File: src/cpuIsaPkg.sv
// Instruction-set constants for the 16-bit core, referenced by decode logic and testbench
package cpuIsaPkg;

  ////////////////////////////////////////
  // Widths and base types
  ////////////////////////////////////////
  localparam int regIdWidth = 4;   // Sixteen registers
  localparam int instrWidth = 16;  // One instruction word

  typedef logic [regIdWidth-1:0] regIdT;
  typedef logic [instrWidth-1:0] instrT;
  typedef logic [3:0]            opcodeT;

  localparam regIdT zeroReg = '0;  // r0 always reads as zero

  ////////////////////////////////////////
  // Field positions
  ////////////////////////////////////////
  localparam int opMsb = 15;
  localparam int opLsb = 12;
  localparam int rdMsb = 11;  // Also store data register
  localparam int rdLsb = 8;
  localparam int rsMsb = 7;   // Also load/store base
  localparam int rsLsb = 4;
  localparam int rtMsb = 3;
  localparam int rtLsb = 0;

  ////////////////////////////////////////
  // Opcodes
  ////////////////////////////////////////
  localparam opcodeT opAdd    = 4'h0;  // Sets Z, N, V
  localparam opcodeT opSub    = 4'h1;  // Sets Z, N, V
  localparam opcodeT opXor    = 4'h2;  // Sets Z
  localparam opcodeT opRed    = 4'h3;
  localparam opcodeT opSll    = 4'h4;  // Sets Z
  localparam opcodeT opSra    = 4'h5;  // Sets Z
  localparam opcodeT opRor    = 4'h6;  // Sets Z
  localparam opcodeT opPaddsb = 4'h7;
  localparam opcodeT opLw     = 4'h8;
  localparam opcodeT opSw     = 4'h9;
  localparam opcodeT opLlb    = 4'hA;  // Reads and writes rd
  localparam opcodeT opLhb    = 4'hB;  // Reads and writes rd
  localparam opcodeT opB      = 4'hC;  // Conditional branch on flags
  localparam opcodeT opBr     = 4'hD;  // Branch to register
  localparam opcodeT opPcs    = 4'hE;
  localparam opcodeT opHlt    = 4'hF;

endpackage
File: src/pipeCtrlPkg.sv
// Pipeline-control types and CSR map shared by the tracker, hazard unit and CSR block
package pipeCtrlPkg;

  ////////////////////////////////////////
  // Stage metadata
  ////////////////////////////////////////
  // What the hazard unit needs to know about an instruction past ID
  typedef struct packed {
    cpuIsaPkg::regIdT rd;  // Destination register
    logic regWrite;        // Writes rd
    logic memEnable;       // LW or SW
    logic memWrite;        // SW only
    logic zEn;             // Updates Z flag
    logic nvEn;            // Updates N and V flags
  } stageMetaT;

  localparam stageMetaT metaBubble = '0;  // NOP in ID/EX or EX/MEM

  ////////////////////////////////////////
  // CSR map
  ////////////////////////////////////////
  localparam int csrAddrWidth = 2;
  typedef logic [csrAddrWidth-1:0] csrAddrT;

  localparam csrAddrT cfgAddr        = 2'd0;  // Bit 0 is storeFwdEn
  localparam csrAddrT loadUseCntAddr = 2'd1;  // Load-to-use stall cycles
  localparam csrAddrT branchCntAddr  = 2'd2;  // B/BR stall cycles

  localparam logic storeFwdReset = 1'b1;  // MEM-MEM forwarding on out of reset

endpackage

File: src/pipeCtrlTop.sv
// Top of the hazard-control subsystem, wiring tracker, hazard unit and CSR block together
`timescale 1ns/1ps

module pipeCtrlTop #(
  parameter int cntWidth = 16  // Hazard counter width
) (
  input  logic                 clk,
  input  logic                 reset,
  input  logic                 fetchValid,
  input  cpuIsaPkg::instrT     fetchInstr,
  input  logic                 icacheBusy,
  input  logic                 dcacheBusy,
  input  logic                 updatePc,
  input  logic                 csrWrite,
  input  pipeCtrlPkg::csrAddrT csrAddr,
  input  logic [cntWidth-1:0]  csrWdata,
  output logic                 pcStall,
  output logic                 ifIdStall,
  output logic                 idExStall,
  output logic                 exMemStall,
  output logic                 memFlush,
  output logic                 idFlush,
  output logic                 ifFlush,
  output cpuIsaPkg::regIdT     memRd,        // EX/MEM view for MEM and WB
  output logic                 memRegWrite,
  output logic                 memEnable,
  output logic                 memWrite,
  output logic [cntWidth-1:0]  csrRdata
);

  cpuIsaPkg::regIdT       srcReg1;
  cpuIsaPkg::regIdT       srcReg2;
  logic                   idMemWrite;
  logic                   idBranch;
  logic                   idBr;
  pipeCtrlPkg::stageMetaT idExMeta;
  pipeCtrlPkg::stageMetaT exMemMeta;
  logic                   storeFwdEn;
  logic                   loadUseHazard;
  logic                   branchHazard;

  pipeTracker tracker (
    .clk        (clk),
    .reset      (reset),
    .fetchValid (fetchValid),
    .fetchInstr (fetchInstr),
    .ifIdStall  (ifIdStall),
    .idExStall  (idExStall),
    .exMemStall (exMemStall),
    .ifFlush    (ifFlush),
    .idFlush    (idFlush),
    .srcReg1    (srcReg1),
    .srcReg2    (srcReg2),
    .idMemWrite (idMemWrite),
    .idBranch   (idBranch),
    .idBr       (idBr),
    .idExMeta   (idExMeta),
    .exMemMeta  (exMemMeta)
  );

  hazardDetect hazard (
    .srcReg1       (srcReg1),
    .srcReg2       (srcReg2),
    .idMemWrite    (idMemWrite),
    .idBranch      (idBranch),
    .idBr          (idBr),
    .idExMeta      (idExMeta),
    .exMemMeta     (exMemMeta),
    .icacheBusy    (icacheBusy),
    .dcacheBusy    (dcacheBusy),
    .updatePc      (updatePc),
    .storeFwdEn    (storeFwdEn),
    .pcStall       (pcStall),
    .ifIdStall     (ifIdStall),
    .idExStall     (idExStall),
    .exMemStall    (exMemStall),
    .memFlush      (memFlush),
    .idFlush       (idFlush),
    .ifFlush       (ifFlush),
    .loadUseHazard (loadUseHazard),
    .branchHazard  (branchHazard)
  );

  hazardCsr #(.cntWidth(cntWidth)) csr (
    .clk           (clk),
    .reset         (reset),
    .csrWrite      (csrWrite),
    .csrAddr       (csrAddr),
    .csrWdata      (csrWdata),
    .loadUseHazard (loadUseHazard),
    .branchHazard  (branchHazard),
    .storeFwdEn    (storeFwdEn),
    .csrRdata      (csrRdata)
  );

  // EX/MEM fields out to the memory stage
  assign memRd       = exMemMeta.rd;
  assign memRegWrite = exMemMeta.regWrite;
  assign memEnable   = exMemMeta.memEnable;
  assign memWrite    = exMemMeta.memWrite;

endmodule

File: src/hazardCsr.sv
// CSR block holding the store-forwarding enable and hazard cycle counters behind a strobe port
`timescale 1ns/1ps

module hazardCsr #(
  parameter int cntWidth = 16  // Counter and data width
) (
  input  logic                 clk,
  input  logic                 reset,
  input  logic                 csrWrite,       // One-cycle write strobe
  input  pipeCtrlPkg::csrAddrT csrAddr,
  input  logic [cntWidth-1:0]  csrWdata,
  input  logic                 loadUseHazard,  // Counted each cycle high
  input  logic                 branchHazard,
  output logic                 storeFwdEn,
  output logic [cntWidth-1:0]  csrRdata        // Same-cycle read
);

  logic [cntWidth-1:0] loadUseCnt;
  logic [cntWidth-1:0] branchCnt;

  ////////////////////////////////////////
  // Config and counters
  ////////////////////////////////////////
  always_ff @(posedge clk) begin
    if (reset) begin
      storeFwdEn <= pipeCtrlPkg::storeFwdReset;
      loadUseCnt <= '0;
      branchCnt  <= '0;
    end else begin
      if (csrWrite && csrAddr == pipeCtrlPkg::cfgAddr)
        storeFwdEn <= csrWdata[0];

      // Write clears, and wins over a same-cycle increment
      if (csrWrite && csrAddr == pipeCtrlPkg::loadUseCntAddr)
        loadUseCnt <= '0;
      else if (loadUseHazard)
        loadUseCnt <= loadUseCnt + cntWidth'(1);  // Wraps

      if (csrWrite && csrAddr == pipeCtrlPkg::branchCntAddr)
        branchCnt <= '0;
      else if (branchHazard)
        branchCnt <= branchCnt + cntWidth'(1);
    end
  end

  // Read mux with unmapped addresses reading zero
  always_comb begin
    case (csrAddr)
      pipeCtrlPkg::cfgAddr:        csrRdata = {{(cntWidth-1){1'b0}}, storeFwdEn};
      pipeCtrlPkg::loadUseCntAddr: csrRdata = loadUseCnt;
      pipeCtrlPkg::branchCntAddr:  csrRdata = branchCnt;
      default:                     csrRdata = '0;
    endcase
  end

endmodule

File: src/hazardDetect.sv
// Combinational hazard unit producing every pipeline stall and flush from stage state
`timescale 1ns/1ps

module hazardDetect (
  input  cpuIsaPkg::regIdT       srcReg1,       // ID read register 1
  input  cpuIsaPkg::regIdT       srcReg2,       // ID read register 2
  input  logic                   idMemWrite,    // ID is a store
  input  logic                   idBranch,      // ID is B or BR
  input  logic                   idBr,          // ID is BR
  input  pipeCtrlPkg::stageMetaT idExMeta,
  input  pipeCtrlPkg::stageMetaT exMemMeta,
  input  logic                   icacheBusy,    // Fetch miss in progress
  input  logic                   dcacheBusy,    // Data miss, whole pipe holds
  input  logic                   updatePc,      // Redirect from a taken branch
  input  logic                   storeFwdEn,    // MEM-MEM forwarding for store data
  output logic                   pcStall,
  output logic                   ifIdStall,
  output logic                   idExStall,
  output logic                   exMemStall,
  output logic                   memFlush,      // Bubble into MEM/WB
  output logic                   idFlush,       // Bubble into ID/EX
  output logic                   ifFlush,       // Bubble into IF/ID
  output logic                   loadUseHazard,
  output logic                   branchHazard   // B or BR hazard, for the counter
);

  logic idExMemRead;    // LW sitting in EX
  logic storeDataFwd;   // Store data can come from MEM-MEM path
  logic flagBusy;       // EX will change condition codes
  logic exToIdBr;       // EX writes the BR target register
  logic memToIdBr;      // MEM writes the BR target register
  logic bHazard;
  logic brHazard;

  ////////////////////////////////////////
  // Load to use
  ////////////////////////////////////////
  assign idExMemRead  = idExMeta.memEnable & ~idExMeta.memWrite;
  assign storeDataFwd = idMemWrite & storeFwdEn;

  assign loadUseHazard = idExMemRead & (idExMeta.rd != cpuIsaPkg::zeroReg) &
                         ((idExMeta.rd == srcReg1) |
                          ((idExMeta.rd == srcReg2) & ~storeDataFwd));

  ////////////////////////////////////////
  // B and BR
  ////////////////////////////////////////
  assign flagBusy = idExMeta.zEn | idExMeta.nvEn;

  assign exToIdBr  = idExMeta.regWrite & (idExMeta.rd != cpuIsaPkg::zeroReg) &
                     (idExMeta.rd == srcReg1);
  assign memToIdBr = exMemMeta.regWrite & (exMemMeta.rd != cpuIsaPkg::zeroReg) &
                     (exMemMeta.rd == srcReg1);

  assign bHazard  = idBranch & flagBusy;                        // Flags not yet settled
  assign brHazard = idBr & (flagBusy | exToIdBr | memToIdBr);  // Target not yet written

  assign branchHazard = bHazard | brHazard;

  ////////////////////////////////////////
  // Stalls
  ////////////////////////////////////////
  assign exMemStall = dcacheBusy;
  assign idExStall  = exMemStall;
  assign ifIdStall  = exMemStall | loadUseHazard | bHazard | brHazard;
  assign pcStall    = icacheBusy | ifIdStall;

  ////////////////////////////////////////
  // Flushes
  ////////////////////////////////////////
  assign memFlush = dcacheBusy;
  assign idFlush  = loadUseHazard | bHazard | brHazard;  // NOP into EX
  // Redirect only squashes fetch when decode is free to move
  assign ifFlush  = icacheBusy | (updatePc & ~ifIdStall);

endmodule

File: src/pipeTracker.sv
// Holds IF/ID, ID/EX and EX/MEM and exports the decoded ID fields to the hazard unit
`timescale 1ns/1ps

module pipeTracker (
  input  logic                   clk,
  input  logic                   reset,
  input  logic                   fetchValid,   // One-cycle strobe, no back-pressure
  input  cpuIsaPkg::instrT       fetchInstr,
  input  logic                   ifIdStall,
  input  logic                   idExStall,
  input  logic                   exMemStall,
  input  logic                   ifFlush,
  input  logic                   idFlush,
  output cpuIsaPkg::regIdT       srcReg1,      // ID read registers
  output cpuIsaPkg::regIdT       srcReg2,
  output logic                   idMemWrite,   // ID holds a store
  output logic                   idBranch,     // ID holds B or BR
  output logic                   idBr,         // ID holds BR
  output pipeCtrlPkg::stageMetaT idExMeta,
  output pipeCtrlPkg::stageMetaT exMemMeta
);

  logic                   ifIdValid;
  cpuIsaPkg::instrT       ifIdInstr;
  pipeCtrlPkg::stageMetaT idMeta;      // Decoded, not yet registered
  logic                   idExValid;
  pipeCtrlPkg::stageMetaT idExData;
  logic                   exMemValid;
  pipeCtrlPkg::stageMetaT exMemData;
  logic                   ifIdHold;

  ////////////////////////////////////////
  // IF/ID
  ////////////////////////////////////////
  assign ifIdHold = ifIdStall & ~ifFlush;  // Flush beats stall in this stage only

  stageReg #(.payloadT(cpuIsaPkg::instrT)) ifIdReg (
    .clk      (clk),
    .reset    (reset),
    .stall    (ifIdHold),
    .flush    (ifFlush),
    .inValid  (fetchValid),  // Word dropped if offered during a stall
    .inData   (fetchInstr),
    .outValid (ifIdValid),
    .outData  (ifIdInstr)
  );

  // ID decode, bubble in gives metaBubble out
  decodeMeta idDecode (
    .instr    (ifIdInstr),
    .valid    (ifIdValid),
    .srcReg1  (srcReg1),
    .srcReg2  (srcReg2),
    .meta     (idMeta),
    .memWrite (idMemWrite),
    .branch   (idBranch),
    .br       (idBr)
  );

  ////////////////////////////////////////
  // ID/EX and EX/MEM
  ////////////////////////////////////////
  stageReg #(.payloadT(pipeCtrlPkg::stageMetaT)) idExReg (
    .clk      (clk),
    .reset    (reset),
    .stall    (idExStall),  // Hold wins over hazard flush
    .flush    (idFlush),
    .inValid  (ifIdValid),
    .inData   (idMeta),
    .outValid (idExValid),
    .outData  (idExData)
  );

  stageReg #(.payloadT(pipeCtrlPkg::stageMetaT)) exMemReg (
    .clk      (clk),
    .reset    (reset),
    .stall    (exMemStall),
    .flush    (1'b0),        // MEM/WB takes the bubble instead
    .inValid  (idExValid),
    .inData   (idExData),
    .outValid (exMemValid),
    .outData  (exMemData)
  );

  // Empty stages always present as bubbles
  assign idExMeta  = idExValid  ? idExData  : pipeCtrlPkg::metaBubble;
  assign exMemMeta = exMemValid ? exMemData : pipeCtrlPkg::metaBubble;

endmodule

File: src/stageReg.sv
// Generic pipeline register with stall hold and flush to bubble; one per tracked stage
`timescale 1ns/1ps

module stageReg #(
  parameter type payloadT = logic  // Instruction word or stage metadata
) (
  input  logic    clk,
  input  logic    reset,
  input  logic    stall,     // Hold current contents
  input  logic    flush,     // Load a bubble
  input  logic    inValid,
  input  payloadT inData,
  output logic    outValid,
  output payloadT outData
);

  // Stall wins over flush here; pipeTracker masks stall where flush must win
  always_ff @(posedge clk) begin
    if (reset) begin
      outValid <= 1'b0;  // Empty after reset
      outData  <= '0;
    end else if (!stall) begin
      if (flush) begin
        outValid <= 1'b0;
        outData  <= '0;
      end else begin
        outValid <= inValid;
        outData  <= inData;
      end
    end
  end

endmodule

File: src/decodeMeta.sv
// Decodes the IF/ID word into hazard-check fields; instantiated once inside pipeTracker
`timescale 1ns/1ps

module decodeMeta (
  input  cpuIsaPkg::instrT       instr,     // IF/ID instruction word
  input  logic                   valid,     // IF/ID holds a real instruction
  output cpuIsaPkg::regIdT       srcReg1,   // rs, base, or rd for LLB/LHB
  output cpuIsaPkg::regIdT       srcReg2,   // rt or store data register
  output pipeCtrlPkg::stageMetaT meta,      // Goes into ID/EX
  output logic                   memWrite,  // ID instruction is a store
  output logic                   branch,    // B or BR
  output logic                   br         // BR only
);

  cpuIsaPkg::opcodeT opcode;
  cpuIsaPkg::regIdT  rdField;
  cpuIsaPkg::regIdT  rsField;
  cpuIsaPkg::regIdT  rtField;

  assign opcode  = instr[cpuIsaPkg::opMsb:cpuIsaPkg::opLsb];
  assign rdField = instr[cpuIsaPkg::rdMsb:cpuIsaPkg::rdLsb];
  assign rsField = instr[cpuIsaPkg::rsMsb:cpuIsaPkg::rsLsb];
  assign rtField = instr[cpuIsaPkg::rtMsb:cpuIsaPkg::rtLsb];

  always_comb begin
    // Default is a bubble that reads and writes nothing
    srcReg1  = cpuIsaPkg::zeroReg;
    srcReg2  = cpuIsaPkg::zeroReg;
    meta     = pipeCtrlPkg::metaBubble;
    memWrite = 1'b0;
    branch   = 1'b0;
    br       = 1'b0;

    if (valid) begin
      case (opcode)
        cpuIsaPkg::opAdd, cpuIsaPkg::opSub, cpuIsaPkg::opXor, cpuIsaPkg::opRed,
        cpuIsaPkg::opSll, cpuIsaPkg::opSra, cpuIsaPkg::opRor, cpuIsaPkg::opPaddsb: begin
          srcReg1       = rsField;
          srcReg2       = rtField;
          meta.rd       = rdField;
          meta.regWrite = 1'b1;
          // Flag enables per ALU op
          meta.zEn  = (opcode != cpuIsaPkg::opRed) && (opcode != cpuIsaPkg::opPaddsb);
          meta.nvEn = (opcode == cpuIsaPkg::opAdd) || (opcode == cpuIsaPkg::opSub);
        end
        cpuIsaPkg::opLw: begin
          srcReg1        = rsField;  // Base
          meta.rd        = rdField;
          meta.regWrite  = 1'b1;
          meta.memEnable = 1'b1;
        end
        cpuIsaPkg::opSw: begin
          srcReg1        = rsField;  // Base
          srcReg2        = rdField;  // Store data
          meta.memEnable = 1'b1;
          meta.memWrite  = 1'b1;
          memWrite       = 1'b1;
        end
        cpuIsaPkg::opLlb, cpuIsaPkg::opLhb: begin
          srcReg1       = rdField;  // Half of rd is kept
          meta.rd       = rdField;
          meta.regWrite = 1'b1;
        end
        cpuIsaPkg::opB: begin
          branch = 1'b1;
        end
        cpuIsaPkg::opBr: begin
          srcReg1 = rsField;  // Target register
          branch  = 1'b1;
          br      = 1'b1;
        end
        cpuIsaPkg::opPcs: begin
          meta.rd       = rdField;
          meta.regWrite = 1'b1;
        end
        default: ;  // HLT touches nothing
      endcase
    end
  end

endmodule

File: config.mk
export PLATFORM = sky130hd
export DESIGN_NAME = pipeCtrlTop
export DESIGN_NICKNAME = d
export VERILOG_FILES = /design/src/cpuIsaPkg.sv /design/src/pipeCtrlPkg.sv /design/src/pipeCtrlTop.sv /design/src/hazardCsr.sv /design/src/hazardDetect.sv /design/src/pipeTracker.sv /design/src/stageReg.sv /design/src/decodeMeta.sv
export SDC_FILE = /design/constraint.sdc
export NUM_CORES = 1
export LEC_CHECK = 0
export ABC_AREA = 0
export BUFFER_PORTS_ARGS = -buffer_cell sky130_fd_sc_hd__buf_2
export CORE_MARGIN = 1.5
export CORE_UTILIZATION = 51
export CTS_CLUSTER_DIAMETER = 50
export CTS_CLUSTER_SIZE = 14
export DETAILED_ROUTE_END_ITERATION = 6
export HOLD_SLACK_MARGIN = 0.08
export PLACE_DENSITY = 0.85
export SETUP_SLACK_MARGIN = 0.05
export SLEW_MARGIN = 20
export SYNTH_ARGS = -nofsm -noshare
export SYNTH_HDL_FRONTEND = slang
export SYNTH_SLANG_ARGS = --single-unit
File: constraint.sdc
create_clock -name clk -period 2.4 [get_ports clk]
set_input_delay 0.12 -clock clk [delete_from_list [all_inputs] [get_ports clk]]
set_output_delay 0.12 -clock clk [all_outputs]
set_load 0.02 [all_outputs]
==> results.sh <==
export IMPL_status="complete, but fails checks"
export IMPL_violations="setup timing"
export IMPL_max_slew_margin_rel=0.2802
export IMPL_vias=4695
export IMPL_clock_latency_ps=370
export IMPL_final_net_count=644
export IMPL_clock_sinks=68
export IMPL_grt_antenna_before_repair=0
export IMPL_async_reset_ff_frac=0
export IMPL_stdcell_area_mm2=0.006058
export IMPL_rsz0062_at_grt="yes"
export IMPL_grt_pass1_vias=4461
export IMPL_synth_seq_area_share=0.3323
export IMPL_cp_start_kind="flip-flop"
export IMPL_timing_rr_end="csr.branchCnt[12]$_SDFFE_PP0P_"
export IMPL_synth_area_leader_cell="dfxtp_1"
export IMPL_utilization=0.7800
export IMPL_hold_path_endpoint="tracker.ifIdReg.outData[15]$_SDFFE_PP0N_"
export IMPL_r2r_cells=9
export IMPL_hp_start="fetchInstr[15]"
export IMPL_synth_edf_count=0
export IMPL_routed_via_density=6.631
export IMPL_total_power_mw=2.395
export IMPL_clock_skew_ps=7.853
export IMPL_period_share=1.170
export IMPL_synth_area_mm2=0.004096
export IMPL_track_usage=0.3202
export IMPL_start_util=0.5274
export IMPL_yosysUniqueCellTypes=59
export IMPL_syn_nets=520
export IMPL_coreArea_mm2=0.007767
export IMPL_p_seq_frac=0.477
export IMPL_synth_top_area_share=0.3323
export IMPL_crit_arrival_ps=2690
export IMPL_grt_pass1_wl_mm=21.69
export IMPL_dieHeight_um=92.62
export IMPL_crit_path_start="tracker.ifIdReg.outValid$_SDFFE_PP0N_"
export IMPL_wirelength_mm=15.75
export IMPL_dp_slack_ps=-316.9
export IMPL_hold_path_class="primary input to flip-flop"
export IMPL_io_pins=71
export IMPL_die_area_mm2=0.008578
export IMPL_fin_hold_ws_ps=94.70
export IMPL_fmax_ghz=0.3561
export IMPL_grt_start_max_net_pins=35
export IMPL_cts_max_path_buffers=2
export IMPL_period_needed_ps=2809
export IMPL_rows=32
export IMPL_synthCells=477
export IMPL_p_leak_nw=2.402
export IMPL_cts_tree="built"
export IMPL_slew_viol_final=0
export IMPL_cp_data_required_time_ps=2280
export IMPL_critPathKind="flip-flop to primary output"
export IMPL_place_inst=648
export IMPL_nFillCells=420
export IMPL_peakVddDrop_uv=302.2
export IMPL_cts_buffers_inserted=9
export IMPL_ys_ff_latch=68
export IMPL_drt_pass1_iter_count=5
export IMPL_port_buffers=55
export IMPL_htree_levels=3
export IMPL_ant_nets=0
export IMPL_area_growth_synth_to_final_pct=47.89
export IMPL_setup_viol=62
export IMPL_combPwrFrac=0.108
export IMPL_dp_hpwl_mm=7.999
export IMPL_ys_flop_type="dfxtp_1"
export IMPL_p_int_mw=1.755
export IMPL_antenna_diode_count=0
export IMPL_drt_first_iter_violations=523
export IMPL_finalSetupTns_ps=-15580
export IMPL_power_switching_mw=0.6393
export IMPL_clockRootBuffer="clkbuf_8"
export IMPL_r2r_slack_ps=-350
export IMPL_switching_share=0.2670
export IMPL_drc=0
export IMPL_die_w_um=92.62
export IMPL_post_dp_cell_area_mm2=0.004835
export IMPL_synth_area_leaders="dfxtp_1 33%, mux2i_1 12%, nand2_1 5.9%, nand2b_1 4.4%, a22o_1 4.3%"
export IMPL_avgSynthCellArea_um2=8.588
export IMPL_place_gp_congestion=0.8829
export IMPL_clockPowerShare=0.415
export IMPL_tightest_slew_ps=1077
export IMPL_ys_top_cells_by_count="68 x dfxtp_1, 64 x nand2_1, 48 x mux2i_1, 29 x nand2b_1, 23 x clkbuf_1"
export IMPL_yosysMostFrequentCell="dfxtp_1"
export IMPL_cap_viol_max_count=0
export IMPL_r2r_start="tracker.ifIdReg.outData[12]$_SDFFE_PP0N_"
export IMPL_cp_max_fo=9
export IMPL_worstSetupEndpointType="primary output"
export IMPL_stdcell_count=708
export IMPL_routedWlPerCell_um=22.24
export IMPL_grt_ovfl_total=0
export IMPL_cellPowerDensity_mw_per_mm2=395.3
export IMPL_finalWorstSetupSlack_ps=-408.5
export IMPL_yosysWarnings=0
export IMPL_final_hold_violation_count=0
export IMPL_hold_depth=3
export IMPL_clk_pin_slew_ps=80
export IMPL_drive_gt1_frac=0.3696
==> layout by cell type (no fill, tap or decap), types with 12 or more instances in the layout <==
cell / n
dfxtp_1: 64
nor2_1: 15
dlygate4sd3_1: 17
buf_6: 22
a31oi_4: 12
mux2i_1: 46
nand2b_1: 29
buf_4: 52
a22o_1: 20
nand3_1: 15
buf_2: 51
nand2_1: 62
nand3b_1: 19
==> final cells by class <==
class                   count  area [um^2]  area share
clock buffers              10        137.6     0.02272
clock inverters             6        63.81     0.01053
inverters                   6        22.52    0.003717
multi-input cells         365         3087      0.5095
flip-flops and latches     68         1374      0.2268
well taps                 102        127.6     0.02107
repair buffers            151         1246      0.2057
==> critical path, cell delays in order, from the launching register on <==
cell	delay (ps)
dfxtp_1	370
buf_4	210
nor2b_2	350
a32oi_1	150
xor2_1	190
a31oi_2	370
o2bb2ai_4	220
a21oi_4	120
a21o_1	210
buf_6	130
==> what timing repair did <==
action / in CTS / in global routing
resized for setup: 78 / 41
setup endpoints to repair: 57 / 63
setup buffers: 20 / 6
gates cloned: 1 / 2
hold buffers: 17 / 0
hold endpoints to repair: 17 / 0
pin swaps: 25 / 23
==> state kept, by name (all words and copies together), names as in the netlist <==
register,flops
csr.branchCnt,16
csr.loadUseCnt,16
tracker.ifIdReg.outData,16
tracker.idExReg.outData,9
tracker.exMemReg.outData,7
csr.storeFwdEn,1
tracker.exMemReg.outValid,1
tracker.idExReg.outValid,1
tracker.ifIdReg.outValid,1
==> worst max-delay path by stage <==
stage / to / slack [ps]
2_1_floorplan: ifIdStall / 30
5_1_grt: ifFlush / -450
6_report: ifFlush / -410
4_1_cts: ifFlush / -220
3_5_place_dp: csr.branchCnt[12]$_SDFFE_PP0P_ / -320
3_3_place_gp: csr.branchCnt[7]$_SDFFE_PP0P_ / -170
==> logic make-up after synthesis <==
group | count (synthesis) | synth area share
fa+ha+maj | 2 | 0.006108
compound gates | 102 | 0.2049
mux | 48 | 0.1173
buf+inv | 44 | 0.04887
flops | 68 | 0.3323
xor+xnor | 6 | 0.01283
simple gates | 207 | 0.2776
==> per-layer routing <==
metal  global-route usage  vias to the layer above  share of wire
met1               0.3970                     2229           0.38
met3              0.05829                       83          0.095
met2               0.5257                      358           0.47
met4               0.1730                        0          0.050
li1                     -                     2025              -
met5                    0                        -              0
==> power groups by stage <==
stage               combinational, mW  clock [mW]  sequential (mW)
floorplan                       0.119           0             1.17
global placement                0.170           0             1.17
detailed placement              0.176           0             1.17
CTS                             0.224       0.975             1.14
global route                    0.272        1.04             1.14
finish                          0.258       0.994             1.14
Power figures use the tool's default switching activity.
